--- src/hdl/tagePkg.sv ---
`default_nettype none

package tagePkg;

    localparam int pcWidth   = 32;
    localparam int ghrWidth  = 16;         // longest history slice of any bank
    localparam int numTagged = 4;

    // 2-bit saturating direction counter, upper bit set means taken
    typedef logic [1:0] ctrT;

    // 0 is the base table, 1..numTagged the tagged banks
    typedef logic [2:0] bankT;

    localparam ctrT weakNotTaken = 2'd1;
    localparam ctrT weakTaken    = 2'd2;   // written on allocation
    localparam ctrT baseReset    = weakNotTaken;

endpackage

`default_nettype wire

--- src/hdl/tageControl.sv ---
`timescale 1ns/1ps
`default_nettype none

module tageControl (
    input  logic                          Clk,
    input  logic                          rstN,
    input  logic                          predValid,
    input  logic [tagePkg::pcWidth-1:0]   predPc,
    input  logic                          predBranch,
    input  logic                          outTaken,
    input  logic                          updValid,
    input  logic [tagePkg::ghrWidth-1:0]  updGhr,
    input  logic                          updTaken,
    input  logic                          updPredTaken,
    input  tagePkg::bankT                 updProvider,
    input  tagePkg::ctrT                  updCounter,
    output logic [tagePkg::ghrWidth-1:0]  lookupGhr,
    output logic                          stageValid,
    output logic                          outValid,
    output logic [tagePkg::ghrWidth-1:0]  outGhr,
    output logic [tagePkg::pcWidth-1:0]   outPc,
    output tagePkg::ctrT                  updCounterNew,
    output logic                          baseWrite,
    output logic [tagePkg::numTagged-1:0] bankTrain,
    output logic [tagePkg::numTagged-1:0] bankAlloc
);
    logic [tagePkg::ghrWidth-1:0] ghr;
    logic [tagePkg::ghrWidth-1:0] stageGhr;
    logic [tagePkg::pcWidth-1:0]  stagePc;
    logic                         stageBranch;
    logic                         outBranch;
    logic                         mispredict;

    assign lookupGhr  = ghr;               // every bank hashes the same snapshot
    assign mispredict = updValid && (updTaken != updPredTaken);

    // speculative history where a mispredict restore overrides the shift
    always_ff @(posedge Clk) begin
        if (!rstN) begin
            ghr <= '0;
        end else if (mispredict) begin
            ghr <= {updGhr[tagePkg::ghrWidth-2:0], updTaken};
        end else if (outValid && outBranch) begin
            ghr <= {ghr[tagePkg::ghrWidth-2:0], outTaken};
        end
    end

    always_ff @(posedge Clk) begin
        if (!rstN) begin
            stageValid <= 1'b0;
            outValid   <= 1'b0;
        end else begin
            stageValid <= predValid;
            outValid   <= stageValid;
        end
    end

    always_ff @(posedge Clk) begin
        stagePc     <= predPc;
        stageGhr    <= ghr;
        stageBranch <= predBranch;
        outPc       <= stagePc;
        outGhr      <= stageGhr;           // history the lookup was hashed with
        outBranch   <= stageBranch;
    end

    always_comb begin
        updCounterNew = updCounter;
        if (updTaken && updCounter != 2'd3) begin
            updCounterNew = updCounter + 2'd1;
        end else if (!updTaken && updCounter != 2'd0) begin
            updCounterNew = updCounter - 2'd1;
        end
    end

    assign baseWrite = updValid && (updProvider == '0);

    // provider trains and the next longer bank allocates on a mispredict
    always_comb begin
        for (int i = 0; i < tagePkg::numTagged; i++) begin
            bankTrain[i] = updValid && (updProvider == tagePkg::bankT'(i + 1));
            bankAlloc[i] = mispredict && (updProvider == tagePkg::bankT'(i));
        end
    end

    providerInRange: assert property (@(posedge Clk) disable iff (!rstN)
        updValid |-> updProvider <= tagePkg::bankT'(tagePkg::numTagged))
        else $error("update names provider bank %0d that does not exist", updProvider);

endmodule

`default_nettype wire

--- config.mk ---
export PLATFORM = sky130hd
export DESIGN_NAME = tageControl
export DESIGN_NICKNAME = d
export VERILOG_FILES = /design/src/hdl/tagePkg.sv /design/src/hdl/tageControl.sv
export SDC_FILE = /design/constraint.sdc
export NUM_CORES = 1
export LEC_CHECK = 0
export ABC_AREA = 1
export BUFFER_PORTS_ARGS = -buffer_cell sky130_fd_sc_hd__buf_2
export CORE_MARGIN = 5
export CORE_UTILIZATION = 47
export CTS_CLUSTER_SIZE = 14
export DETAILED_ROUTE_END_ITERATION = 6
export PLACE_DENSITY = 0.86
export SLEW_MARGIN = 40
export SYNTH_ARGS = -nofsm -noshare
export SYNTH_HDL_FRONTEND = slang
export SYNTH_SLANG_ARGS = --single-unit
export TNS_END_PERCENT = 1
--- constraint.sdc ---
create_clock -name Clk -period 1.5 [get_ports Clk]
set_input_delay 0.075 -clock Clk [delete_from_list [all_inputs] [get_ports Clk]]
set_output_delay 0.075 -clock Clk [all_outputs]
set_load 0.005 [all_outputs]
==> impl_metrics.env <==
export IMPL_hold_start="updValid"
export IMPL_cts_htree_levels=4
export IMPL_clkTransAtPathRegs_ps=60
export IMPL_rsz0062_at_grt="no"
export IMPL_synth_warnings=0
export IMPL_synth_cell_types=26
export IMPL_min_period_over_period_pct=77.1
export IMPL_cts_setup_buffers=0
export IMPL_tightest_slew_ps=290
export IMPL_hpwl_um=5230
export IMPL_cp_start_kind="flip-flop"
export IMPL_critPathSlowestCell="dfxtp_1"
export IMPL_design_core_area_mm2=0.00687
export IMPL_grt_overflow_total=0
export IMPL_post_route_cells_drive_above_1_share_pct=45.0
export IMPL_grt_pass1_vias=2836
export IMPL_ant_nets=0
export IMPL_hold_class="input port to flip-flop"
export IMPL_drc=0
export IMPL_clkPwrFrac_pct=47.6
export IMPL_viasPerCell=4.58
export IMPL_cts_buffers=17
export IMPL_cp_required_ps=1420
export IMPL_path_buf_inv=1
export IMPL_finalHoldViolations=0
export IMPL_hold_end="lookupGhr[13]"
export IMPL_num_fill_cells=414
export IMPL_finish_utilization_pct=75.4
export IMPL_chipWidth_um=94.3
export IMPL_die_h_um=94.3
export IMPL_io_pins=138
export IMPL_netlist_instances=275
export IMPL_critPathTopFamily="flip-flops"
export IMPL_p_sw_mw=1.81
export IMPL_maxCapViolCount=0
export IMPL_synth_async_reset_ratio_pct=0
export IMPL_place_inst=504
export IMPL_synth_most_common_cell="dfxtp_1"
export IMPL_synth_area_leader_cell="dfxtp_1"
export IMPL_finalWirelength_um=9380
export IMPL_timing_fmax_mhz=864
export IMPL_synth_edff_count=0
export IMPL_min_period_ps=1160
export IMPL_grt_usage_pct=21.9
export IMPL_multi_input_area_um2=802
export IMPL_synth_top_cell_area_share_pct=69.5
export IMPL_arrival_ps=1080
export IMPL_crit_path_end_kind="primary output"
export IMPL_clk_path_buf_depth=2
export IMPL_clock_sinks=116
export IMPL_clock_skew_ps=14.7
export IMPL_p_leak_nw=2.50
export IMPL_r2r_start="outValid"
export IMPL_pwr_share_comb_pct=7.9
export IMPL_min_path_cells=4
export IMPL_port_buffers=136
export IMPL_slew_violations=0
export IMPL_total_power_mw=7.60
export IMPL_path_class="flip-flop to primary output"
export IMPL_synth_seq_area_share_pct=69.5
export IMPL_synth_avg_cell_area_um2=12.2
export IMPL_cts_root_buf="clkbuf_8"
export IMPL_insertion_delay_ps=510
export IMPL_synth_flop_cell="dfxtp_1"
export IMPL_hold_buffers=54
export IMPL_r2r_end="lookupGhr[10]"
export IMPL_netSwitchingFraction_pct=23.8
export IMPL_r2r_setup_slack_ps=380
export IMPL_antenna_cells=0
export IMPL_dr_pass1_iters=4
export IMPL_start_util_pct=48.7
export IMPL_maxSlewHeadroom_pct=80.7
export IMPL_area_growth_pct=54.9
export IMPL_cts_resized=0
export IMPL_critPathMaxStageDelay_ps=420
export IMPL_dieArea_mm2=0.00890
export IMPL_crit_path_cell_trace="buf_2"
export IMPL_routed_via_count=2700
export IMPL_ys_seq_elements=116
export IMPL_grt_max_degree=18
export IMPL_syn_area_mm2=0.00334
export IMPL_ir_worst_vdd_mv=0.753
export IMPL_synthTopCellsByCount="dfxtp_1 (116), nand2_1 (33), inv_1 (27), nand4_1 (15), nand2_2 (12)"
export IMPL_instances_no_fill=589
export IMPL_postSynthNetCount=338
export IMPL_wire_per_inst_um=15.9
export IMPL_cts_tree="yes"
export IMPL_sequentialPowerShare_pct=44.5
export IMPL_cp_max_fo=4
export IMPL_place_gp_congestion=0.762
export IMPL_power_density_mw_per_mm2=1470
export IMPL_setup_viol=0
export IMPL_antenna_found_initial=0
export IMPL_layout_nets=544
export IMPL_ff2ff_path_depth=6
export IMPL_seq_area_mm2=0.00232
export IMPL_setup_tns_ps=0
export IMPL_hold_ws_ps=69.9
export IMPL_synthTopCellsByArea="dfxtp_1 (69%), nand2_1 (3.7%), nand2_4 (3.7%)"
export IMPL_placementRows=30
export IMPL_grt_pass1_wl_um=14700
export IMPL_status="finished, final reports clean"
export IMPL_drt_iter0_drc=124
export IMPL_power_internal_mw=5.79
## flip-flops by register name, indices dropped and copies added (netlist names)
register     flops
stageBranch      1
outGhr          16
outValid         1
stagePc         32
stageValid       1
lookupGhr       16
outPc           32
outBranch        1
stageGhr        16
## final cells by class
class | instances | area share [%]
multi-input cells | 119 | 15.5
inverters | 29 | 2.10
clock buffers | 19 | 8.15
repair buffers | 198 | 25.0
flip-flops and latches | 116 | 44.9
well taps | 96 | 2.32
clock inverters | 12 | 2.08
## stage by stage
stage               worst slack (ps)  area (um^2)
finish                           343         5180
global route                     268         5180
CTS                              338         5180
detailed placement               366         4110
global placement                 403         4110
floorplan                        362         3340
## worst max-delay path by stage
stage	start	end	slack (ps)	depth (start not counted)
after global placement	updValid	lookupGhr[2]	400	6
final	lookupGhr[6]	lookupGhr[6]	340	1
after detailed placement	updValid	lookupGhr[2]	370	6
after global routing	outValid	lookupGhr[9]	270	6
after CTS	lookupGhr[8]	lookupGhr[8]	340	1
after floorplan	outValid	lookupGhr[10]	360	7
## layer usage
metal  track usage (%)  vias up  wire [um]
met2              38.5      147       4630
met1              24.0     1255       3730
met3              9.21        6        945
met5                 0        -          0
li1                  -     1292          -
met4              6.86        0         78
## power by group through the flow
stage | registers [mW] | clock network (mW) | logic, mW
finish | 3.38 | 3.62 | 0.602
global route | 3.40 | 3.82 | 0.661
CTS | 3.37 | 3.62 | 0.598
detailed placement | 3.43 | 0 | 0.482
global placement | 3.42 | 0 | 0.466
floorplan | 3.43 | 0 | 0.225
## placed cells by master, fill, tap and decap left out, drive strengths merged
| cell | n |
|---|---|
| dlygate4sd3 | 54 |
| nand2 | 56 |
| ha | 2 |
| nor4 | 7 |
| o21ai | 1 |
| bufinv | 1 |
| clkinvlp | 3 |
| clkbuf | 19 |
| clkinv | 6 |
| nand4 | 15 |
| nor2 | 2 |
| dfxtp | 116 |
| inv | 31 |
| nand3 | 19 |
| buf | 144 |
| xor2 | 1 |
| a21oi | 16 |
## logic make-up after synthesis
group | after synthesis | synth area share, %
fa+ha+maj | 2 | 0.749
buf+inv | 40 | 6.51
flops | 116 | 69.5
compound gates | 17 | 3.67
xor+xnor | 1 | 0.262
simple gates | 99 | 19.3
No activity file was read; power rests on OpenSTA's default activity.
