## src/hdl/tagePkg.sv

```systemverilog
`default_nettype none

package tagePkg;

    localparam int pcWidth   = 32;
    localparam int ghrWidth  = 16;         // longest history slice of any bank
    localparam int numTagged = 4;

    // 2-bit saturating direction counter, upper bit set means taken
    typedef logic [1:0] ctrT;

    // 0 is the base table, 1..numTagged the tagged banks
    typedef logic [2:0] bankT;

    localparam ctrT weakNotTaken = 2'd1;
    localparam ctrT weakTaken    = 2'd2;   // written on allocation
    localparam ctrT baseReset    = weakNotTaken;

endpackage

`default_nettype wire

```

## src/hdl/tageHashPkg.sv

```systemverilog
`default_nettype none

package tageHashPkg;

    localparam int pcDropBits = 3;         // fetch block offset bits
    localparam int maxFoldW   = 16;        // widest index or tag a bank may ask for

    // PC above pcDropBits folded into width-bit chunks, xored with the
    // newest histLen history bits folded the same way
    function automatic logic [maxFoldW-1:0] foldIndex(
        input logic [tagePkg::pcWidth-1:0]  pc,
        input logic [tagePkg::ghrWidth-1:0] ghr,
        input int                           histLen,
        input int                           width
    );
        logic [maxFoldW-1:0] res;
        res = '0;
        for (int i = 0; i < tagePkg::pcWidth - pcDropBits; i++) begin
            res[i % width] = res[i % width] ^ pc[i + pcDropBits];
        end
        for (int i = 0; i < tagePkg::ghrWidth; i++) begin
            if (i < histLen) begin
                res[i % width] = res[i % width] ^ ghr[i];   // bit 0 is the newest outcome
            end
        end
        return res;
    endfunction

    function automatic logic [maxFoldW-1:0] foldTag(
        input logic [tagePkg::pcWidth-1:0] pc,
        input tagePkg::bankT               bankNum,
        input int                          width
    );
        logic [maxFoldW-1:0] res;
        res = '0;
        for (int i = 0; i < tagePkg::pcWidth - pcDropBits; i++) begin
            res[i % width] = res[i % width] ^ pc[i + pcDropBits];
        end
        res = res ^ maxFoldW'(bankNum);    // keeps equal-width banks apart
        return res;
    endfunction

endpackage

`default_nettype wire

```

## src/hdl/baseBank.sv

```systemverilog
`timescale 1ns/1ps
`default_nettype none

module baseBank #(
    parameter int indexWidth = 7
) (
    input  logic                        Clk,
    input  logic                        rstN,
    input  logic [tagePkg::pcWidth-1:0] lookupPc,
    input  logic [tagePkg::pcWidth-1:0] updPc,
    input  logic                        baseWrite,
    input  logic                        updTaken,
    input  tagePkg::ctrT                updCounterNew,
    output tagePkg::ctrT                baseCounter
);
    localparam int depth = 1 << indexWidth;

    tagePkg::ctrT          ctrs [depth];
    logic [indexWidth-1:0] lookupIdx;
    logic [indexWidth-1:0] updIdx;

    // PC only, no history
    assign lookupIdx = indexWidth'(tageHashPkg::foldIndex(lookupPc, '0, 0, indexWidth));
    assign updIdx    = indexWidth'(tageHashPkg::foldIndex(updPc, '0, 0, indexWidth));

    always_ff @(posedge Clk) begin
        if (!rstN) begin
            for (int i = 0; i < depth; i++) begin
                ctrs[i] <= tagePkg::baseReset;
            end
        end else if (baseWrite) begin
            ctrs[updIdx] <= updCounterNew;
        end
    end

    always_ff @(posedge Clk) begin
        baseCounter <= ctrs[lookupIdx];   // old data on a same-cycle write
    end

    // the trained value must have moved toward the resolved outcome
    trainDirection: assert property (@(posedge Clk) disable iff (!rstN)
        baseWrite |-> updCounterNew != (updTaken ? 2'd0 : 2'd3))
        else $error("base counter trained against the outcome");

endmodule

`default_nettype wire

```

## config.mk

```make
export PLATFORM = sky130hd
export DESIGN_NAME = baseBank
export DESIGN_NICKNAME = d
export VERILOG_FILES = /design/src/hdl/tagePkg.sv /design/src/hdl/tageHashPkg.sv /design/src/hdl/baseBank.sv
export SDC_FILE = /design/constraint.sdc
export NUM_CORES = 1
export LEC_CHECK = 0
export BUFFER_PORTS_ARGS = -buffer_cell sky130_fd_sc_hd__buf_2
export CAP_MARGIN = 20
export CORE_UTILIZATION = 55
export DETAILED_ROUTE_END_ITERATION = 10
export MAX_ROUTING_LAYER = met4
export PLACE_DENSITY = 0.75
export SYNTH_ARGS = -nofsm -noshare
export SYNTH_HDL_FRONTEND = slang
export SYNTH_SLANG_ARGS = --single-unit
```

## constraint.sdc

```tcl
create_clock -name Clk -period 2.9 [get_ports Clk]
set_clock_uncertainty 0.1 [all_clocks]
set_input_delay 0.145 -clock Clk [delete_from_list [all_inputs] [get_ports Clk]]
set_output_delay 0.145 -clock Clk [all_outputs]
set_load 0.02 [all_outputs]
```

==> summary.txt <==
Ys Warns - 0
Avg Inst Size Synth - 11.9 sq um
Worst-path clk slew - 0.06 ns
GR Overflow Total - 0
top cell type's share of synthesized area - 57.3%
fin area - 0.0150 sq mm
worst-path fanout max - 20
die area - 0.0250 sq mm
I/O pin total - 72
Largest delay share family, worst path - buffers and inverters
synth-to-layout area growth - 12.0%
max cap viols - 0
drt initial violations - 1174
R2R Path End - baseCounter[0]$_DFF_P_
nets@finish - 1228
#FFs+latches synth - 258
initial core utilization - 56.6%
hold-fix buffers at CTS - 0
R2R cell count - 6
post-CTS sizing - 0
# setup viols final - 0
DR vias - 9872
top cells by area, synth - edfxtp_1 (57%), and3_1 (6.0%), or3_1 (6.0%)
Post-synth EDFFs - 256
Layout fillers - 1799
WP depth - 11
Worst Setup Start Kind - primary input
leading area contributor after synthesis - edfxtp_1
sequential cell area fraction in the yosys report - 57.6%
Pleak - 0.00554 uW
Critical path origin - lookupPc[10]
post-DP HPWL - 21600 um
setup TNS - 0 ns
placed inst area - 0.0141 sq mm
setup bufs post-CTS - 0
Mapped Area - 0.0134 sq mm
highest-delay cell along the critical path - mux4_2
maximum VDD drop - 0.451 mV
CP Data Required Time - 3.21 ns
WS Path Type - primary input to flop
cells after synthesis - 1123
cts bufs inserted - 27
hold depth - 3
antenna violations before repair - 0
clock insertion delay at the later pin of the skew report - 0.54 ns
Data arrival, critical path - 2.58 ns
asr flop ratio synth - 0%
flop-to-flop setup slack - 0.90 ns
Initial DRT Pass Iterations - 5
CP max stage delay - 0.53 ns
layout cells sized above 1 - 17.0%
endpoints failing hold - 0
H-tree depth - 1
Routed Antenna Nets - 0
routed vias/inst - 6.60
Critical Path Sink - baseCounter[0]$_DFF_P_
Tightest Pin Transition - 0.657 ns
die extent in y - 158 um
Worst Setup End Kind - flop
CTS root buf - clkbuf_16
Layout Utilization - 63.5%
vias in the first global route - 9533
reg2reg start - ctrs[24][0]$_SDFFCE_PN1P_
CTS tree - done
fmax - 441 MHz
global-route wire length before repair - 55000 um
outcome - completed
pwr dens - 681 mW/mm^2
die width - 158 um
Post-synth top flop - edfxtp_1
CP Cell Sequence - buf_2, xnor3_2, xor2_4, buf_12, buf_12, buf_4, mux4_2, nand4_1, o2111ai_1, nor2_1, nor4b_2
Row Count - 56
crit share post-route - 78.2%
most used cell, CP - buf_12
CTS Buffer Depth - 3
final wirelength - 36900 um
PortBufs - 64
syn nets - 1193
largest net degree at the start of global routing - 129
Synth cell types - 46
routed length per placed instance - 24.7 um
clock sinks - 258
buffers and inverters on the worst path - 4
fin. max-slew vios - 0
RSZ-0062 raised after global routing - no
DRC viols - 0
worst hold path type - primary input to flop
max_slew headroom - 56.1%
core area - 0.0237 sq mm
post-route minimum period - 2.27 ns
GPL Wtd Cong - 0.923
number of inserted diodes - 0
Tot GR Track Use - 30.9%
[cell families (layout without fill, tap and decap cells)]
logic type | after synthesis | after routing | share of synthesized area (%)
AO/OA/AOI/OAI | 171 | 171 | 7.14
XOR/XNOR | 55 | 55 | 3.90
buffers and inverters | 113 | 166 | 3.76
flip-flops | 258 | 258 | 57.6
multiplexers | 64 | 64 | 9.35
AND/OR/NAND/NOR | 462 | 462 | 18.2
[metrics by stage]
stage / setup slack (ns) / total power [uW] / hold WS [ns] / instances
finish: 0.632 / 10200 / 0.0173 / 1495
global route: 0.524 / 10500 / 0.0211 / 1495
CTS: 0.671 / 10200 / 0.235 / 1493
detailed placement: 0.128 / 6850 / 0.499 / 1446
global placement: 0.132 / 6800 / 0.491 / 1446
floorplan: 0.381 / 5920 / 0.384 / 1123
[worst reg2reg max path, delay by kind of cell, from the launching register on]
| kind | cells | cell delay [ns] |
|---|---|---|
| muxes | 2 | 0.85 |
| and+or+nand+nor | 3 | 0.46 |
| DFF | 1 | 0.36 |
| AOI/OAI and AO/OA | 1 | 0.12 |
[routing by layer]
layer | GRT usage [%] | vias to the layer above | share of wire (%)
met4 | 13.0 | 0 | 4.3
met3 | 4.76 | 120 | 11
li1 | - | 4320 | -
met2 | 48.6 | 667 | 47
met5 | - | - | 0
met1 | 40.1 | 4765 | 37
[Yosys cell counts, drive strengths merged, types with 2 or more instances]
library cell	count
o22ai	2
o211ai	4
a21oi	3
nand3	23
edfxtp	256
a221oi	2
xor2	23
and3	129
nand4	5
mux2i	18
o21ai	132
a32oi	3
nand2	116
dfxtp	2
buf	12
a211oi	3
a311oi	2
mux4	44
mux2	2
a41oi	3
a31oi	9
xnor2	31
nor3	3
or3	128
a22oi	4
clkbuf	100
nor2	54
[placed cells by master, fill, tap and decap left out, types with 2 or more instances in the layout]
cell,instances
buf_4,47
xnor2_2,4
bufinv_16,3
a21oi_1,3
a221oi_1,2
a211oi_1,3
dfxtp_1,2
nand2_1,116
nand3_1,23
o22ai_1,2
clkinv_2,7
buf_12,5
edfxtp_1,256
buf_16,2
clkbuf_16,27
mux2_2,2
buf_2,64
nand4_1,5
or3_1,128
a32oi_1,3
clkinv_1,3
xnor2_1,27
a41oi_1,3
clkinvlp_4,5
mux2i_1,18
mux4_2,28
nor2_1,54
mux4_1,16
clkbuf_1,2
a22oi_1,4
o21ai_0,131
o211ai_1,4
a311oi_1,2
nor3_1,3
and3_1,129
xor2_1,21
a31oi_1,9
[sequential cells by signal, indices dropped and copies added (netlist names)]
name         cells
ctrs           256
baseCounter      2
[worst min-delay path by stage]
stage / from / end / slack, ns
4_1_cts: updCounterNew[1] / ctrs[48][1]$_SDFFCE_PN0P_ / 0.23
6_report: updCounterNew[0] / ctrs[47][0]$_SDFFCE_PN1P_ / 0.02
5_1_grt: updCounterNew[0] / ctrs[46][0]$_SDFFCE_PN1P_ / 0.02
2_1_floorplan: baseCounter[0]$_DFF_P_ / baseCounter[0] / 0.38
3_3_place_gp: baseCounter[1]$_DFF_P_ / baseCounter[1] / 0.49
3_5_place_dp: baseCounter[0]$_DFF_P_ / baseCounter[0] / 0.50
[power breakdown]
group          leakage (uW)  switching, uW  internal, uW  total (uW)
registers           0.00252           68.7          4310        4380
logic               0.00260           1590           885        2480
clock network      0.000410           1420          1960        3380
[cell type report]
class	instances	area, sq um	area share (%)
clock buffer	29	683	4.55
clock inverter	18	174	1.16
inverter	1	3.75	0.0250
multi-input combinational	752	5210	34.7
sequential	258	7730	51.4
tap	319	399	2.66
timing repair buffer	118	828	5.51
(Power assumes the default switching activity.)
