<file path="config.mk">
export PLATFORM = sky130hd
export DESIGN_NAME = taggedBank
export DESIGN_NICKNAME = d
export VERILOG_FILES = /design/src/hdl/tagePkg.sv /design/src/hdl/tageHashPkg.sv /design/src/hdl/taggedBank.sv
export SDC_FILE = /design/constraint.sdc
export NUM_CORES = 2
export LEC_CHECK = 0
export BUFFER_PORTS_ARGS = -buffer_cell sky130_fd_sc_hd__buf_4
export CORE_MARGIN = 5
export CORE_UTILIZATION = 44
export CTS_CLUSTER_DIAMETER = 50
export DETAILED_ROUTE_END_ITERATION = 8
export GPL_TIMING_DRIVEN = 0
export PLACE_DENSITY = 0.64
export REMOVE_ABC_BUFFERS = 1
export SLEW_MARGIN = 20
export SYNTH_ARGS = -nofsm -noshare
export SYNTH_HDL_FRONTEND = slang
export SYNTH_SLANG_ARGS = --single-unit
</file>
<file path="constraint.sdc">
create_clock -name Clk -period 13.87 [get_ports Clk]
set_input_delay 0.6935 -clock Clk [delete_from_list [all_inputs] [get_ports Clk]]
set_output_delay 0.6935 -clock Clk [all_outputs]
set_load 0.005 [all_outputs]
</file>
<file path="src/hdl/tagePkg.sv">
`default_nettype none

package tagePkg;

    localparam int pcWidth   = 32;
    localparam int ghrWidth  = 16;         // longest history slice of any bank
    localparam int numTagged = 4;

    // 2-bit saturating direction counter, upper bit set means taken
    typedef logic [1:0] ctrT;

    // 0 is the base table, 1..numTagged the tagged banks
    typedef logic [2:0] bankT;

    localparam ctrT weakNotTaken = 2'd1;
    localparam ctrT weakTaken    = 2'd2;   // written on allocation
    localparam ctrT baseReset    = weakNotTaken;

endpackage

`default_nettype wire

</file>
<file path="src/hdl/tageHashPkg.sv">
`default_nettype none

package tageHashPkg;

    localparam int pcDropBits = 3;         // fetch block offset bits
    localparam int maxFoldW   = 16;        // widest index or tag a bank may ask for

    // PC above pcDropBits folded into width-bit chunks, xored with the
    // newest histLen history bits folded the same way
    function automatic logic [maxFoldW-1:0] foldIndex(
        input logic [tagePkg::pcWidth-1:0]  pc,
        input logic [tagePkg::ghrWidth-1:0] ghr,
        input int                           histLen,
        input int                           width
    );
        logic [maxFoldW-1:0] res;
        res = '0;
        for (int i = 0; i < tagePkg::pcWidth - pcDropBits; i++) begin
            res[i % width] = res[i % width] ^ pc[i + pcDropBits];
        end
        for (int i = 0; i < tagePkg::ghrWidth; i++) begin
            if (i < histLen) begin
                res[i % width] = res[i % width] ^ ghr[i];   // bit 0 is the newest outcome
            end
        end
        return res;
    endfunction

    function automatic logic [maxFoldW-1:0] foldTag(
        input logic [tagePkg::pcWidth-1:0] pc,
        input tagePkg::bankT               bankNum,
        input int                          width
    );
        logic [maxFoldW-1:0] res;
        res = '0;
        for (int i = 0; i < tagePkg::pcWidth - pcDropBits; i++) begin
            res[i % width] = res[i % width] ^ pc[i + pcDropBits];
        end
        res = res ^ maxFoldW'(bankNum);    // keeps equal-width banks apart
        return res;
    endfunction

endpackage

`default_nettype wire

</file>
<file path="src/hdl/taggedBank.sv">
`timescale 1ns/1ps
`default_nettype none

module taggedBank #(
    parameter int            indexWidth = 7,
    parameter int            histLen    = 2,
    parameter int            tagWidth   = 7,
    parameter tagePkg::bankT bankNum    = 3'd1
) (
    input  logic                         Clk,
    input  logic                         rstN,
    input  logic [tagePkg::pcWidth-1:0]  lookupPc,
    input  logic [tagePkg::ghrWidth-1:0] lookupGhr,
    input  logic [tagePkg::pcWidth-1:0]  updPc,
    input  logic [tagePkg::ghrWidth-1:0] updGhr,
    input  logic                         updTaken,
    input  logic                         bankTrain,
    input  logic                         bankAlloc,
    input  tagePkg::ctrT                 updCounterNew,
    output logic                         hit,
    output tagePkg::ctrT                 counter
);
    localparam int depth = 1 << indexWidth;

    logic [depth-1:0]      valid;
    logic [tagWidth-1:0]   tags [depth];
    tagePkg::ctrT          ctrs [depth];
    logic [indexWidth-1:0] lookupIdx;
    logic [tagWidth-1:0]   lookupTag;
    logic [indexWidth-1:0] updIdx;
    logic [tagWidth-1:0]   updTag;
    logic                  validQ;
    logic [tagWidth-1:0]   tagQ;
    logic [tagWidth-1:0]   lookupTagQ;

    assign lookupIdx = indexWidth'(tageHashPkg::foldIndex(lookupPc, lookupGhr, histLen,
                                                          indexWidth));
    assign lookupTag = tagWidth'(tageHashPkg::foldTag(lookupPc, bankNum, tagWidth));
    assign updIdx    = indexWidth'(tageHashPkg::foldIndex(updPc, updGhr, histLen, indexWidth));
    assign updTag    = tagWidth'(tageHashPkg::foldTag(updPc, bankNum, tagWidth));

    always_ff @(posedge Clk) begin
        if (!rstN) begin
            valid  <= '0;
            validQ <= 1'b0;
        end else begin
            validQ <= valid[lookupIdx];
            if (bankAlloc) begin
                valid[updIdx] <= 1'b1;
            end
        end
    end

    always_ff @(posedge Clk) begin
        tagQ       <= tags[lookupIdx];
        counter    <= ctrs[lookupIdx];
        lookupTagQ <= lookupTag;            // compared against the entry next cycle
        if (bankAlloc) begin
            tags[updIdx] <= updTag;
            ctrs[updIdx] <= updTaken ? tagePkg::weakTaken : tagePkg::weakNotTaken;
        end else if (bankTrain) begin
            ctrs[updIdx] <= updCounterNew;  // tag and valid untouched
        end
    end

    assign hit = validQ && (tagQ == lookupTagQ);

    trainOrAlloc: assert property (@(posedge Clk) disable iff (!rstN)
        !(bankTrain && bankAlloc))
        else $error("bank %0d trained and allocated together", bankNum);

endmodule

`default_nettype wire

</file>
==> metrics.json <==
{
  "worst_setup_path": {
    "cp.arrival_ns": 5.31,
    "r2r_start": "tags[61][1]",
    "cp_data_required_time_ns": 14.53,
    "cp_max_fo": 54,
    "crit_path_start_kind": "input port",
    "worstRegToRegCells": 6,
    "worst-setup-path-type": "in2reg",
    "rr_endpoint": "tagQ[1]",
    "cp-end-kind": "flop",
    "r2r_slack_ns": 11.59
  },
  "synth": {
    "synth.mux.area_fraction_pct": 6.35,
    "syn_inst": 3699,
    "synth_xor_xnor_area_share_pct": 1.19,
    "netlist-cell-type-count": 50,
    "simple_logic_cell_fraction_of_the_synthesized_area_pct": 11.4,
    "most_used_flip_flop_cell_after_synthesis": "edfxtp_1",
    "syn-cell-area_mm2": 0.0515,
    "yosys_warnings": 0,
    "synth_compound_area_share_pct": 6.30,
    "synth-async-reset-ratio_pct": 0,
    "ys_seq_area_share_pct": 72.8,
    "avgSynthCellArea_um2": 13.9,
    "ys_seq_elements": 1297,
    "synth_enable_flop_cells": 1152,
    "yosys.area_share.adder_pct": 0,
    "synth_top_family_by_area": "simple AND/OR/NAND/NOR gates"
  },
  "power_and_ir_drop": {
    "switching_power_w": 0.00293,
    "cellPowerDensity_mw_per_mm2": 171,
    "power.share.sequential_pct": 44.2,
    "cell_internal_pwr_w": 0.00727,
    "static-leakage-power_nw": 20.0,
    "clock_power_share_pct": 34.7,
    "switching_share_pct": 28.7,
    "comb_power_share_pct": 21.1,
    "fin_total_pwr_w": 0.0102,
    "vdd_ir_drop_max_v": 0.000127
  },
  "layout": {
    "layout.cells.most_common": "edfxtp_1",
    "area_growth_pct": 15.9,
    "layout.cells.most_common_list": "1,152 x edfxtp_1, 759 x nand2_1, 293 x nor2_1",
    "fin_util_pct": 51.3,
    "post_route_cells_drive_above_1_share_pct": 13.4,
    "final_cell_area_mm2": 0.0597,
    "antenna-diode-count": 0,
    "design.final.nets": 3909
  },
  "detailed_routing": {
    "detailroute.via_count": 31700,
    "routed_wl_um": 133000,
    "initial_drc_count": 3671,
    "ant_nets": 0,
    "vias_per_cell": 5.84,
    "drt_drc_violations_left": 0,
    "post_drt_wl_per_cell_um": 24.6,
    "detail_route.first_pass.iterations": 6
  },
  "job": {
    "max-cap-violations": 0
  },
  "placed_design": {
    "place.detailed.hpwl_um": 85400,
    "gpl_congestion": 0.800,
    "io_buffers": 71,
    "placement.cell_area_mm2": 0.0553
  },
  "cts": {
    "sinks_on_the_clock_net": 1297,
    "clock_tree.buffer_depth": 3,
    "cts_hold_repair.buffers": 0,
    "clkSlewWorstSetupHoldPaths_ns": 0.06,
    "root_buffer": "clkbuf_16",
    "clock_latency_of_the_later_clocked_register_in_the_worst_skew_pair_ns": 0.74,
    "tritoncts": "yes",
    "cts-buffers-inserted": 135,
    "h-tree-depth": 4,
    "cts_repair_resize_count": 0,
    "post_cts.repair.setup_buffers": 0
  },
  "timing": {
    "post-route-period-util_pct": 33.6,
    "final-hold-violation-count": 0,
    "setup_violations": 0,
    "skew_ns": 0.0291,
    "worst_slew_pin_slew_ns": 1.21,
    "post-route-min-period_ns": 4.65,
    "achievable-frequency_mhz": 215,
    "rsz0062_at_grt": "no",
    "drv_slew": 0,
    "worst_slew_margin_rel_pct": 18.9
  },
  "floorplanning": {
    "rows": 125,
    "die_w_um": 352,
    "die_area_mm2": 0.124,
    "io_pins": 106,
    "die_h_um": 352,
    "initial_utilization_pct": 44.3,
    "placeable_core_region_mm2": 0.116
  },
  "grt": {
    "gr-usage-all-layers_pct": 21.0,
    "grt.overflow.total": 0,
    "number_of_antenna_violations_at_the_first_check_in_global_routing": 3,
    "grt_max_degree": 123,
    "grt_pass1_wl_um": 197000,
    "first_global_vias": 30800
  },
  "hold_path": {
    "worst_hold_path.endpoint": "ctrs[103][0]",
    "hold_depth": 2,
    "timing.hold.worst.class": "in2reg",
    "holdCritStartpoint": "updTaken"
  },
  "status": {
    "run_status": "complete, no violations"
  }
}
==> per-stage QoR <==
step | hold WS [ns] | setup TNS, ns | setup WS, ns | cells
3_3_place_gp | 0.444 | -79.91 | -8.94 | 5069
2_1_floorplan | 0.435 | -1.05 | -0.253 | 3474
6_report | 0.346 | 0 | 9.22 | 5436
3_5_place_dp | 0.452 | 0 | 8.35 | 5193
4_1_cts | 0.303 | 0 | 9.12 | 5436
5_1_grt | 0.323 | 0 | 9.02 | 5436
==> kinds of logic (layout without fill, tap and decap cells) <==
kind of cell,count (synthesis),after routing
and+or+nand+nor,1418,1418
AOI/OAI and AO/OA,443,443
DFF,1297,1297
xor gates and xnor gates,58,58
muxes,250,250
buffers and inverters,233,446
==> registers in the layout, summed over array words and instances, names as in the netlist <==
| name | flops |
|---|---|
| tags | 896 |
| ctrs | 256 |
| valid | 128 |
| lookupTagQ | 7 |
| tagQ | 7 |
| counter | 2 |
| validQ | 1 |
==> critical path, cell delays in order <==
cell,delay [ns]
buf_4,0.11
xnor3_1,0.42
xnor3_4,0.72
buf_16,0.34
buf_16,0.30
buf_12,0.25
buf_12,0.26
buf_16,0.29
nand2_1,0.09
a32oi_1,0.32
nand4_1,0.22
a211oi_1,0.72
nand3_1,0.26
nor3_1,0.21
==> worst max path at each step <==
stage	startpoint	to	slack, ns	cells after the start
after detailed placement	lookupPc[10]	tagQ[3]	8.35	14
after CTS	lookupPc[10]	tagQ[3]	9.12	14
after floorplan	lookupPc[10]	tagQ[5]	-0.25	7
after global placement	lookupPc[10]	tagQ[5]	-8.94	6
final	lookupPc[10]	tagQ[3]	9.22	14
after global routing	lookupPc[10]	tagQ[5]	9.02	14
==> routing by layer <==
metal / routed length [µm] / track usage [%]
met5: 13 / 0
met4: 3320 / 6.13
met3: 10800 / 3.55
met2: 63800 / 33.8
met1: 55500 / 29.7
==> synth_stat cells, drive strengths merged (2+ instances only) <==
library cell	number	area share [%]
a311oi	16	0.27
a21oi	23	0.22
buf	92	0.92
nor3	18	0.25
xnor3	3	0.13
xnor2	35	0.62
and2	3	0.036
nand4	31	0.38
o21a	129	1.9
a22oi	21	0.31
o22ai	21	0.26
mux2	33	0.72
nand3	288	2.8
xor2	18	0.34
a41o	9	0.17
a32oi	95	1.6
mux2i	159	3.1
o21ai	36	0.35
xor3	2	0.095
and3	7	0.085
edfxtp	1152	67
a31oi	71	0.86
inv	7	0.051
mux4	58	2.5
a221oi	2	0.034
a211oi	11	0.16
nor2b	4	0.049
nand2	768	5.6
nor2	298	2.2
dfxtp	145	5.6
clkbuf	133	0.97
==> cell type report <==
class                   count  area (µm²)
inverters                   8        35.0
well taps                1524        1910
repair buffers            195        2630
clock buffers             188        3810
multi-input cells        2169       13200
fillers                  9560       56600
clock inverters            55         532
flip-flops and latches   1297       37500
==> power groups by stage <==
stage / Sequential (W) / Combinational [W] / Clock, W
2_1_floorplan: 0.00463 / 0.00152 / 0
3_3_place_gp: 0.00469 / 0.00254 / 0
3_5_place_dp: 0.00459 / 0.00214 / 0
4_1_cts: 0.00450 / 0.00214 / 0.00357
5_1_grt: 0.00451 / 0.00228 / 0.00375
6_report: 0.00451 / 0.00215 / 0.00354
No activity file was read; power rests on OpenSTA's default activity.
