<file path="src/hdl/tagePkg.sv">
`default_nettype none

package tagePkg;

    localparam int pcWidth   = 32;
    localparam int ghrWidth  = 16;         // longest history slice of any bank
    localparam int numTagged = 4;

    // 2-bit saturating direction counter, upper bit set means taken
    typedef logic [1:0] ctrT;

    // 0 is the base table, 1..numTagged the tagged banks
    typedef logic [2:0] bankT;

    localparam ctrT weakNotTaken = 2'd1;
    localparam ctrT weakTaken    = 2'd2;   // written on allocation
    localparam ctrT baseReset    = weakNotTaken;

endpackage

`default_nettype wire

</file>
<file path="src/hdl/providerSelect.sv">
`timescale 1ns/1ps
`default_nettype none

module providerSelect (
    input  logic                                  Clk,
    input  logic                                  rstN,
    input  logic                                  stageValid,
    input  logic [tagePkg::numTagged-1:0]         hits,
    input  tagePkg::ctrT [tagePkg::numTagged-1:0] bankCounters,
    input  tagePkg::ctrT                          baseCounter,
    output logic                                  outTaken,
    output tagePkg::bankT                         outProvider,
    output tagePkg::ctrT                          outCounter,
    output logic                                  outAltTaken,
    output tagePkg::bankT                         outAltProvider,
    output tagePkg::ctrT                          outAltCounter
);
    tagePkg::bankT provBank;
    tagePkg::ctrT  provCtr;
    tagePkg::bankT altBank;
    tagePkg::ctrT  altCtr;

    // walk up the banks, each hit pushes the previous provider down to alternate
    always_comb begin
        provBank = '0;
        provCtr  = baseCounter;
        altBank  = '0;
        altCtr   = baseCounter;
        for (int i = 0; i < tagePkg::numTagged; i++) begin
            if (hits[i]) begin
                altBank  = provBank;
                altCtr   = provCtr;
                provBank = tagePkg::bankT'(i + 1);
                provCtr  = bankCounters[i];
            end
        end
    end

    always_ff @(posedge Clk) begin
        if (!rstN) begin
            outTaken       <= 1'b0;
            outProvider    <= '0;
            outCounter     <= '0;
            outAltTaken    <= 1'b0;
            outAltProvider <= '0;
            outAltCounter  <= '0;
        end else if (stageValid) begin   // hold last result between lookups
            outTaken       <= provCtr[1];
            outProvider    <= provBank;
            outCounter     <= provCtr;
            outAltTaken    <= altCtr[1];
            outAltProvider <= altBank;
            outAltCounter  <= altCtr;
        end
    end

endmodule

`default_nettype wire

</file>
<file path="config.mk">
export PLATFORM = sky130hd
export DESIGN_NAME = providerSelect
export DESIGN_NICKNAME = d
export VERILOG_FILES = /design/src/hdl/tagePkg.sv /design/src/hdl/providerSelect.sv
export SDC_FILE = /design/constraint.sdc
export NUM_CORES = 1
export LEC_CHECK = 0
export ABC_AREA = 1
export BUFFER_PORTS_ARGS = -buffer_cell sky130_fd_sc_hd__buf_4
export CORE_ASPECT_RATIO = 1.1
export CORE_UTILIZATION = 35
export CTS_CLUSTER_DIAMETER = 60
export DETAILED_ROUTE_END_ITERATION = 16
export PLACE_DENSITY_LB_ADDON = 0.08
export SLEW_MARGIN = 40
export SYNTH_ARGS = -nofsm -noshare
export SYNTH_HDL_FRONTEND = slang
export SYNTH_SLANG_ARGS = --single-unit
</file>
<file path="constraint.sdc">
create_clock -name Clk -period 1.93 [get_ports Clk]
set_input_delay 0.0965 -clock Clk [delete_from_list [all_inputs] [get_ports Clk]]
set_output_delay 0.0965 -clock Clk [all_outputs]
set_load 0.02 [all_outputs]
</file>
==> results of run 1 <==
## how the worst max path moves through the flow
| stage | endpoint | slack, ns | cells after the start |
|---|---|---|---|
| after CTS | outTaken | 1.07 | 1 |
| after global routing | outAltTaken | 1.02 | 1 |
| after global placement | outAltCounter[0] | 0.95 | 9 |
| final | outTaken | 1.08 | 1 |
| after detailed placement | outAltCounter[0] | 0.93 | 9 |
| after floorplan | outAltCounter[0] | 1.17 | 8 |
## cells by family (layout without fill, tap and decap cells)
family,after synthesis,after routing,share of synthesized area
flip-flops,9,9,0.321
other,1,1,0.00668
AND/OR/NAND/NOR,61,61,0.461
buffers and inverters,12,40,0.105
AO/OA/AOI/OAI,12,12,0.107
## power groups by stage
stage,Clock [mW],Combinational (mW),Sequential [mW]
floorplan,0,0.0684,0.223
global placement,0,0.144,0.208
detailed placement,0,0.144,0.208
CTS,0.149,0.144,0.204
global route,0.154,0.159,0.206
finish,0.141,0.143,0.204
## area by class of cell
type / instances / area (um2) / share of cell area
clock buffer: 4 / 26.3 / 0.0333
inverter: 9 / 36.3 / 0.0460
multi-input combinational: 74 / 323 / 0.410
sequential: 9 / 180 / 0.229
tap: 16 / 20.0 / 0.0254
timing repair buffer: 27 / 203 / 0.257
## flip-flops by register name, summed over array words and instances, names as in the netlist
signal	flops
outAltCounter	1
outAltProvider	2
outCounter	2
outAltTaken	1
outProvider	3
## metrics by stage
stage | instances | setup WS (ns) | total power [mW] | util
global placement | 135 | 0.952 | 0.352 | 0.530
floorplan | 95 | 1.17 | 0.291 | -
detailed placement | 135 | 0.931 | 0.352 | 0.530
finish | 139 | 1.08 | 0.488 | 0.549
global route | 139 | 1.02 | 0.519 | 0.549
CTS | 139 | 1.07 | 0.497 | 0.549
## cells in the mapped netlist (2+ instances only)
| library cell | n | area (um2) |
|---|---|---|
| sky130_fd_sc_hd__a21oi_1 | 9 | 45.0 |
| sky130_fd_sc_hd__or2_1 | 2 | 12.5 |
| sky130_fd_sc_hd__inv_2 | 2 | 7.51 |
| sky130_fd_sc_hd__nand3_1 | 6 | 30.0 |
| sky130_fd_sc_hd__buf_4 | 3 | 22.5 |
| sky130_fd_sc_hd__inv_1 | 6 | 22.5 |
| sky130_fd_sc_hd__dfxtp_1 | 9 | 180 |
| sky130_fd_sc_hd__o21ai_1 | 2 | 10.0 |
| sky130_fd_sc_hd__nor2_1 | 14 | 52.6 |
| sky130_fd_sc_hd__nand2_1 | 37 | 139 |
## layer usage
layer / share of wire / up-vias / GRT usage
met1: 0.48 / 271 / 0.213
li1: - / 354 / -
met5: 0 / - / 0
met4: 0 / 0 / 0.0600
met3: 0.057 / 0 / 0.0754
met2: 0.47 / 15 / 0.271
==> impl_metrics.yaml, run 1 <==
timing:
  final_critical_period_ns: 0.850
  worst_clock_skew_ns: 0
  fmaxAchievable_ghz: 1.18
  grt_setup_unrepaired: "false"
  timing.setup.tns_ns: 0
  hold-worst-slack_ns: 0.107
  timing_hold_violations_final: 0
  maxSlewViolCount: 0
  layout_worst_path_cycle_share: 0.441
  report.final.setup_viol: 0
route:
  route.detailed.wl_per_inst_um: 9.40
  detail-route-antenna-nets: 0
  detailedRoute.firstPassIterationCount: 4
  drt-initial-drc-count: 11
  routed_wl_mm: 1.31
  route.detailed.drc: 0
  route.vias.total: 640
  avgViaCountPerCell: 4.60
synthesis:
  post_synth_instance_area_um2: 562
  syn_area_per_cell_um2: 5.91
  ys_ff_latch: 9
  ys.warnings.count: 0
  synth_fp_nets: 112
  async_s_r_ff_share_synth: 0
  yosysSeqAreaShare: 0.321
  synthesis.instances: 95
  netlist-cell-type-count: 15
  ys_dominant_reg_cell: "sky130_fd_sc_hd__dfxtp_1"
  number_of_enable_flip_flop_cells_after_synthesis: 0
floorplan:
  floorplan.core_area_mm2: 0.00144
  ios: 29
  placementRows: 14
  die_height_um: 44.0
  die_w_um: 40.2
  start_util: 0.391
  die_area_mm2: 0.00177
power:
  comb_power_share: 0.293
  power.share.sequential: 0.418
  total_switching_power_mw: 0.147
  powerDensity_mw_per_mm2: 619
  p_int_mw: 0.341
  worst_ir_drop_vdd_mv: 0.383
  power.switching_fraction: 0.302
  power_frac_clock: 0.289
  power.leakage_nw: 0.435
clock_network:
  cts-hold-fix-buffers: 0
  tritoncts_num_sinks: 9
  tritoncts_clock_tree: "yes"
  htree_levels: 1
  clock_slew_at_the_register_clock_pins_of_the_worst_setup_and_hold_paths_ns: 0.06
  post_cts.repair.setup_buffers: 0
  post_cts_resize_count: 0
  clk_root_buffer_cell: "sky130_fd_sc_hd__clkbuf_4"
  cts_buffers: 3
  worst_skew_pair.late_latency_ns: 0.25
  ctsLongestPathBuffers: 2
min_path:
  timing.hold.worst.class: "input pin to flop"
  min_from: "rstN"
  whs_endpoint: "outProvider[2]"
  min_path_cells: 3
finish:
  design_area_um2: 788
  post_route_cells_drive_above_1_share: 0.276
  fillCellCount: 153
  layout-area-overhead-vs-synth_pct: 40.3
  most-common-layout-cells: "sky130_fd_sc_hd__nand2_1 (37), sky130_fd_sc_hd__buf_4 (27), sky130_fd_sc_hd__nor2_1 (14), sky130_fd_sc_hd__a21oi_1 (9), sky130_fd_sc_hd__dfxtp_1 (9)"
  antenna_diode_count: 0
  design.final.nets: 141
  layout.cells.most_common: "sky130_fd_sc_hd__nand2_1"
global_routing:
  grt_pass1_vias: 555
  grt_first_pass_wirelength_mm: 2.14
  antenna_found_initial: 0
  grt_start_max_net_pins: 11
  global_route_total_overflow: 0
  grtUsageTotal: 0.175
place:
  placement.cell_area_um2: 762
  dpl.hpwl_mm: 1.03
  portBuffers: 27
  gp_routability_congestion: 0.790
critical_path:
  critical_path.cell_chain: "buf_4"
  r2r-end: "outCounter[1]"
  worst_ep_required_time_ns: 1.83
  critical_path.slowest_cell: "sky130_fd_sc_hd__dfxtp_1"
  critical_path.endpoint_type: "output pin"
  worst_reg_to_reg_path_cell_count: 4
  timing.rr.start: "outCounter[1]"
  crit_path_max_fanout: 3
  regToRegSetupSlack_ns: 1.23
  cp_num_buf_inv: 1
  startpoint_type: "flop"
  path_class: "flop to output pin"
  worst_setup_path_startpoint: "outCounter[1]"
  critical_path_max_stage_delay_ns: 0.35
  crit_family: "flip-flops"
  arrival_time_at_the_worst_endpoint_ns: 0.75
job:
  timing.max_cap.violations: 0
outcome:
  status: "finished clean"
(Power assumes the default switching activity.)
==> run 2: changes to the inputs <==
==> constraint.sdc (replaced) <==
create_clock -name Clk -period 0.9 [get_ports Clk]
set_input_delay 0.045 -clock Clk [delete_from_list [all_inputs] [get_ports Clk]]
set_output_delay 0.045 -clock Clk [all_outputs]
set_load 0.02 [all_outputs]
==> impl_metrics.yaml, run 2 (synthesis results as in run 1) <==
outcome:
  status: "finished clean"
critical_path:
  critical_path.slowest_cell: "sky130_fd_sc_hd__dfxtp_1"
  cp_num_buf_inv: 1
  crit_family: "flip-flops"
  cp-endpoint: "outAltTaken"
  r2r-end: "outCounter[1]"
  worst_reg_to_reg_path_cell_count: 4
  arrival_time_at_the_worst_endpoint_ns: 0.76
  path_class: "flop to output pin"
  critical_path_max_stage_delay_ns: 0.35
  regToRegSetupSlack_ns: 0.20
  timing.rr.start: "outCounter[1]"
  worst_setup_path_startpoint: "outAltTaken"
  startpoint_type: "flop"
  critical_path.endpoint_type: "output pin"
  worst_ep_required_time_ns: 0.85
  crit_path_max_fanout: 3
  critical_path.cell_chain: "buf_4"
  timing.critical_path.depth: 1
clock_network:
  cts_buffers: 3
  ctsLongestPathBuffers: 2
  clk_root_buffer_cell: "sky130_fd_sc_hd__clkbuf_4"
  cts-hold-fix-buffers: 0
  clock_slew_at_the_register_clock_pins_of_the_worst_setup_and_hold_paths_ns: 0.06
  tritoncts_num_sinks: 9
  post_cts_resize_count: 0
  worst_skew_pair.late_latency_ns: 0.26
  htree_levels: 1
  tritoncts_clock_tree: "yes"
  post_cts.repair.setup_buffers: 0
power:
  worst_ir_drop_vdd_mv: 1.07
  power.leakage_nw: 0.449
  powerDensity_mw_per_mm2: 1310
finish:
  most-common-layout-cells: "sky130_fd_sc_hd__nand2_1 (37), sky130_fd_sc_hd__buf_4 (30), sky130_fd_sc_hd__nor2_1 (14), sky130_fd_sc_hd__a21oi_1 (9), sky130_fd_sc_hd__dfxtp_1 (9)"
  regMostFlops: "outProvider"
  layout.cells.most_common: "sky130_fd_sc_hd__nand2_1"
  post_route_cells_drive_above_1_share: 0.294
  fillCellCount: 158
  design.final.nets: 144
  flip_flop_count_of_the_largest_register_all_copies_and_words_added: 3
  largestRegisters: "outProvider (3), outAltProvider (2), outCounter (2)"
  layout-area-overhead-vs-synth_pct: 44.3
  antenna_diode_count: 0
timing:
  timing.setup.tns_ns: 0
  worst_clock_skew_ns: 0
  report.final.setup_viol: 0
  timing.final.ws_setup_ns: 0.0987
  layout_worst_path_cycle_share: 0.890
  timing_hold_violations_final: 0
  final_critical_period_ns: 0.801
  grt_setup_unrepaired: "false"
  fmaxAchievable_ghz: 1.25
  maxSlewViolCount: 0
route:
  route.detailed.wl_per_inst_um: 9.51
  drt-initial-drc-count: 11
  route.vias.total: 654
  route.detailed.drc: 0
  detailedRoute.firstPassIterationCount: 5
  avgViaCountPerCell: 4.61
  detail-route-antenna-nets: 0
  routed_wl_mm: 1.35
floorplan:
  start_util: 0.391
  ios: 29
  die_area_mm2: 0.00177
  die_height_um: 44.0
  die_w_um: 40.2
  floorplan.core_area_mm2: 0.00144
  placementRows: 14
place:
  gp_routability_congestion: 0.831
  dpl.hpwl_mm: 1.06
  place_worst_setup_slack_ns: 0.0156
  portBuffers: 27
global_routing:
  grt_first_pass_wirelength_mm: 2.36
  grt_start_max_net_pins: 9
  global_route_total_overflow: 0
  grt_pass1_vias: 569
  antenna_found_initial: 0
  grtUsageTotal: 0.192
job:
  timing.max_cap.violations: 0
min_path:
  timing.hold.worst.class: "input pin to flop"
==> run 2: per-stage QoR <==
step	std cells	cell area, um2	utilization	hold WS [ns]	power (mW)
CTS	142	811	0.564	0.0360	1.08
detailed placement	138	785	0.546	0.313	0.764
global placement	138	785	0.546	0.306	0.765
finish	142	811	0.564	0.0488	1.06
floorplan	95	562	-	0.181	0.625
global route	142	811	0.564	0.0706	1.14
==> run 2: where the power goes <==
part	switching, mW	internal (mW)
logic	0.174	0.144
registers	0.0137	0.425
clock network	0.135	0.171
==> run 2: cell type report <==
cell class,instances,area (um2),share of cell area
inverter,9,36.3,0.0448
clock buffer,4,26.3,0.0324
tap,16,20.0,0.0247
multi-input combinational,74,323,0.398
sequential,9,180,0.222
timing repair buffer,30,225,0.278
==> run 2: metal layers <==
layer,track usage,part of all wire,wire length (um)
met5,0,0,0
met4,0.0400,0,0
met3,0.0955,0.062,84
met2,0.277,0.46,619
met1,0.259,0.48,647
==> run 2: how the worst min path moves through the flow <==
stage | startpoint | endpoint | slack, ns | cells past startpoint
2_1_floorplan | rstN | outProvider[2] | 0.18 | 2
3_3_place_gp | rstN | outProvider[2] | 0.31 | 3
3_5_place_dp | rstN | outProvider[2] | 0.31 | 3
4_1_cts | rstN | outProvider[2] | 0.04 | 3
5_1_grt | rstN | outProvider[2] | 0.07 | 3
6_report | rstN | outProvider[2] | 0.05 | 3
==> run 3: changes to the inputs <==
--- a/config.mk
+++ b/config.mk
@@ -12,6 +12,7 @@
 export CTS_CLUSTER_DIAMETER = 60
 export DETAILED_ROUTE_END_ITERATION = 16
 export PLACE_DENSITY_LB_ADDON = 0.08
+export REMOVE_ABC_BUFFERS = 1
 export SLEW_MARGIN = 40
 export SYNTH_ARGS = -nofsm -noshare
 export SYNTH_HDL_FRONTEND = slang
==> impl_metrics.yaml, run 3 (synthesis results as in run 1) <==
finish:
  flip_flop_count_of_the_largest_register_all_copies_and_words_added: 3
  most-common-layout-cells: "sky130_fd_sc_hd__nand2_1 (37), sky130_fd_sc_hd__buf_4 (31), sky130_fd_sc_hd__nor2_1 (14), sky130_fd_sc_hd__a21oi_1 (9), sky130_fd_sc_hd__dfxtp_1 (9)"
  layout.cells.most_common: "sky130_fd_sc_hd__nand2_1"
  regMostFlops: "outProvider"
  post_route_cells_drive_above_1_share: 0.299
  largestRegisters: "outProvider (3), outAltProvider (2), outCounter (2)"
  design.final.nets: 145
  antenna_diode_count: 0
  final_core_util: 0.570
  layout-area-overhead-vs-synth_pct: 45.7
clock_network:
  htree_levels: 1
  post_cts_resize_count: 0
  worst_skew_pair.late_latency_ns: 0.26
  tritoncts_clock_tree: "yes"
  clock_slew_at_the_register_clock_pins_of_the_worst_setup_and_hold_paths_ns: 0.07
  ctsLongestPathBuffers: 2
  post_cts.repair.setup_buffers: 0
  clk_root_buffer_cell: "sky130_fd_sc_hd__clkbuf_4"
  tritoncts_num_sinks: 9
  cts_buffers: 3
  cts-hold-fix-buffers: 0
critical_path:
  critical_path_max_stage_delay_ns: 0.35
  arrival_time_at_the_worst_endpoint_ns: 0.77
  path_class: "flop to output pin"
  startpoint_type: "flop"
  cp_num_buf_inv: 1
  critical_path.slowest_cell: "sky130_fd_sc_hd__dfxtp_1"
  critical_path.endpoint_type: "output pin"
  critical_path.cell_chain: "buf_4"
  worst_ep_required_time_ns: 0.85
  crit_path_max_fanout: 3
  crit_family: "flip-flops"
timing:
  layout_worst_path_cycle_share: 0.900
  timing.setup.tns_ns: 0
  maxSlewViolCount: 0
  fmaxAchievable_ghz: 1.23
  final_critical_period_ns: 0.810
  report.final.setup_viol: 0
  worst_clock_skew_ns: 0
  grt_setup_unrepaired: "false"
  timing_hold_violations_final: 0
floorplan:
  placementRows: 14
  die_area_mm2: 0.00177
  die_w_um: 40.2
  die_height_um: 44.0
  ios: 29
  start_util: 0.391
  floorplan.core_area_mm2: 0.00144
place:
  gp_routability_congestion: 0.875
  dpl.hpwl_mm: 1.09
  portBuffers: 27
outcome:
  status: "finished clean"
global_routing:
  grtUsageTotal: 0.201
  grt_start_max_net_pins: 10
  antenna_found_initial: 0
  grt_pass1_vias: 571
  grt_first_pass_wirelength_mm: 2.37
  global_route_total_overflow: 0
route:
  drt-initial-drc-count: 14
  route.detailed.wl_per_inst_um: 9.63
  route.vias.total: 667
  detailedRoute.firstPassIterationCount: 4
  avgViaCountPerCell: 4.66
  route.detailed.drc: 0
  detail-route-antenna-nets: 0
  routed_wl_mm: 1.38
job:
  timing.max_cap.violations: 0
power:
  worst_ir_drop_vdd_mv: 0.689
  post-layout-total-power_mw: 1.08
  powerDensity_mw_per_mm2: 1320
  power.leakage_nw: 0.454
min_path:
  timing.hold.worst.class: "input pin to flop"
run 3: cell count changes in the layout (fill, tap and decap cells not counted):
cell / previous run / this run
sky130_fd_sc_hd__buf_4: 30 / 31
run 3: final cells by class:
cell class	count	area, um2
Multi-Input combinational cell	74	323
Inverter	9	36.3
Fill cell	150	618
Clock buffer	4	26.3
Sequential cell	9	180
Timing Repair Buffer	31	233
Tap cell	16	20.0
run 3: worst register-to-register path: cells and delay by family (launching register included):
family / cells / cell delay, ns
DFF: 1 / 0.32
and+or+nand+nor: 3 / 0.16
AOI/OAI and AO/OA: 1 / 0.11
run 3: layer usage:
| metal | global-route usage | part of all wire | wire (um) | vias up |
|---|---|---|---|---|
| met4 | 0.100 | 0.014 | 19 | 0 |
| met3 | 0.0452 | 0.074 | 102 | 2 |
| met5 | 0 | 0 | 0 | - |
| met1 | 0.280 | 0.44 | 606 | 276 |
| met2 | 0.287 | 0.47 | 648 | 28 |
| li1 | - | - | - | 361 |
run 3: report_power, final:
part / switching, mW / total (mW) / internal, mW
clock network: 0.153 / 0.324 / 0.171
logic: 0.172 / 0.319 / 0.147
registers: 0.0140 / 0.438 / 0.424
run 3: through the flow:
| step | hold WS, ns | setup WS [ns] | cells | instance area [um2] |
|---|---|---|---|---|
| after floorplan | 0.181 | 0.0369 | 92 | 539 |
| final | 0.0471 | 0.0896 | 143 | 818 |
| after CTS | 0.0425 | 0.0773 | 143 | 818 |
| after global routing | 0.0770 | 0.0377 | 143 | 818 |
| after detailed placement | 0.318 | -0.0225 | 139 | 792 |
| after global placement | 0.306 | -0.0174 | 139 | 792 |
run 3: path summary, 6_finish.rpt:
path	start	end	slack (ns)	cells after the start
worst max-delay path	outAltTaken	outAltCounter[1]	0.09	1
worst min register to register	outAltProvider[1]	outAltProvider[1]	0.47	2
worst min-delay path	rstN	outProvider[2]	0.05	3
worst max register to register	outCounter[1]	outCounter[1]	0.20	4
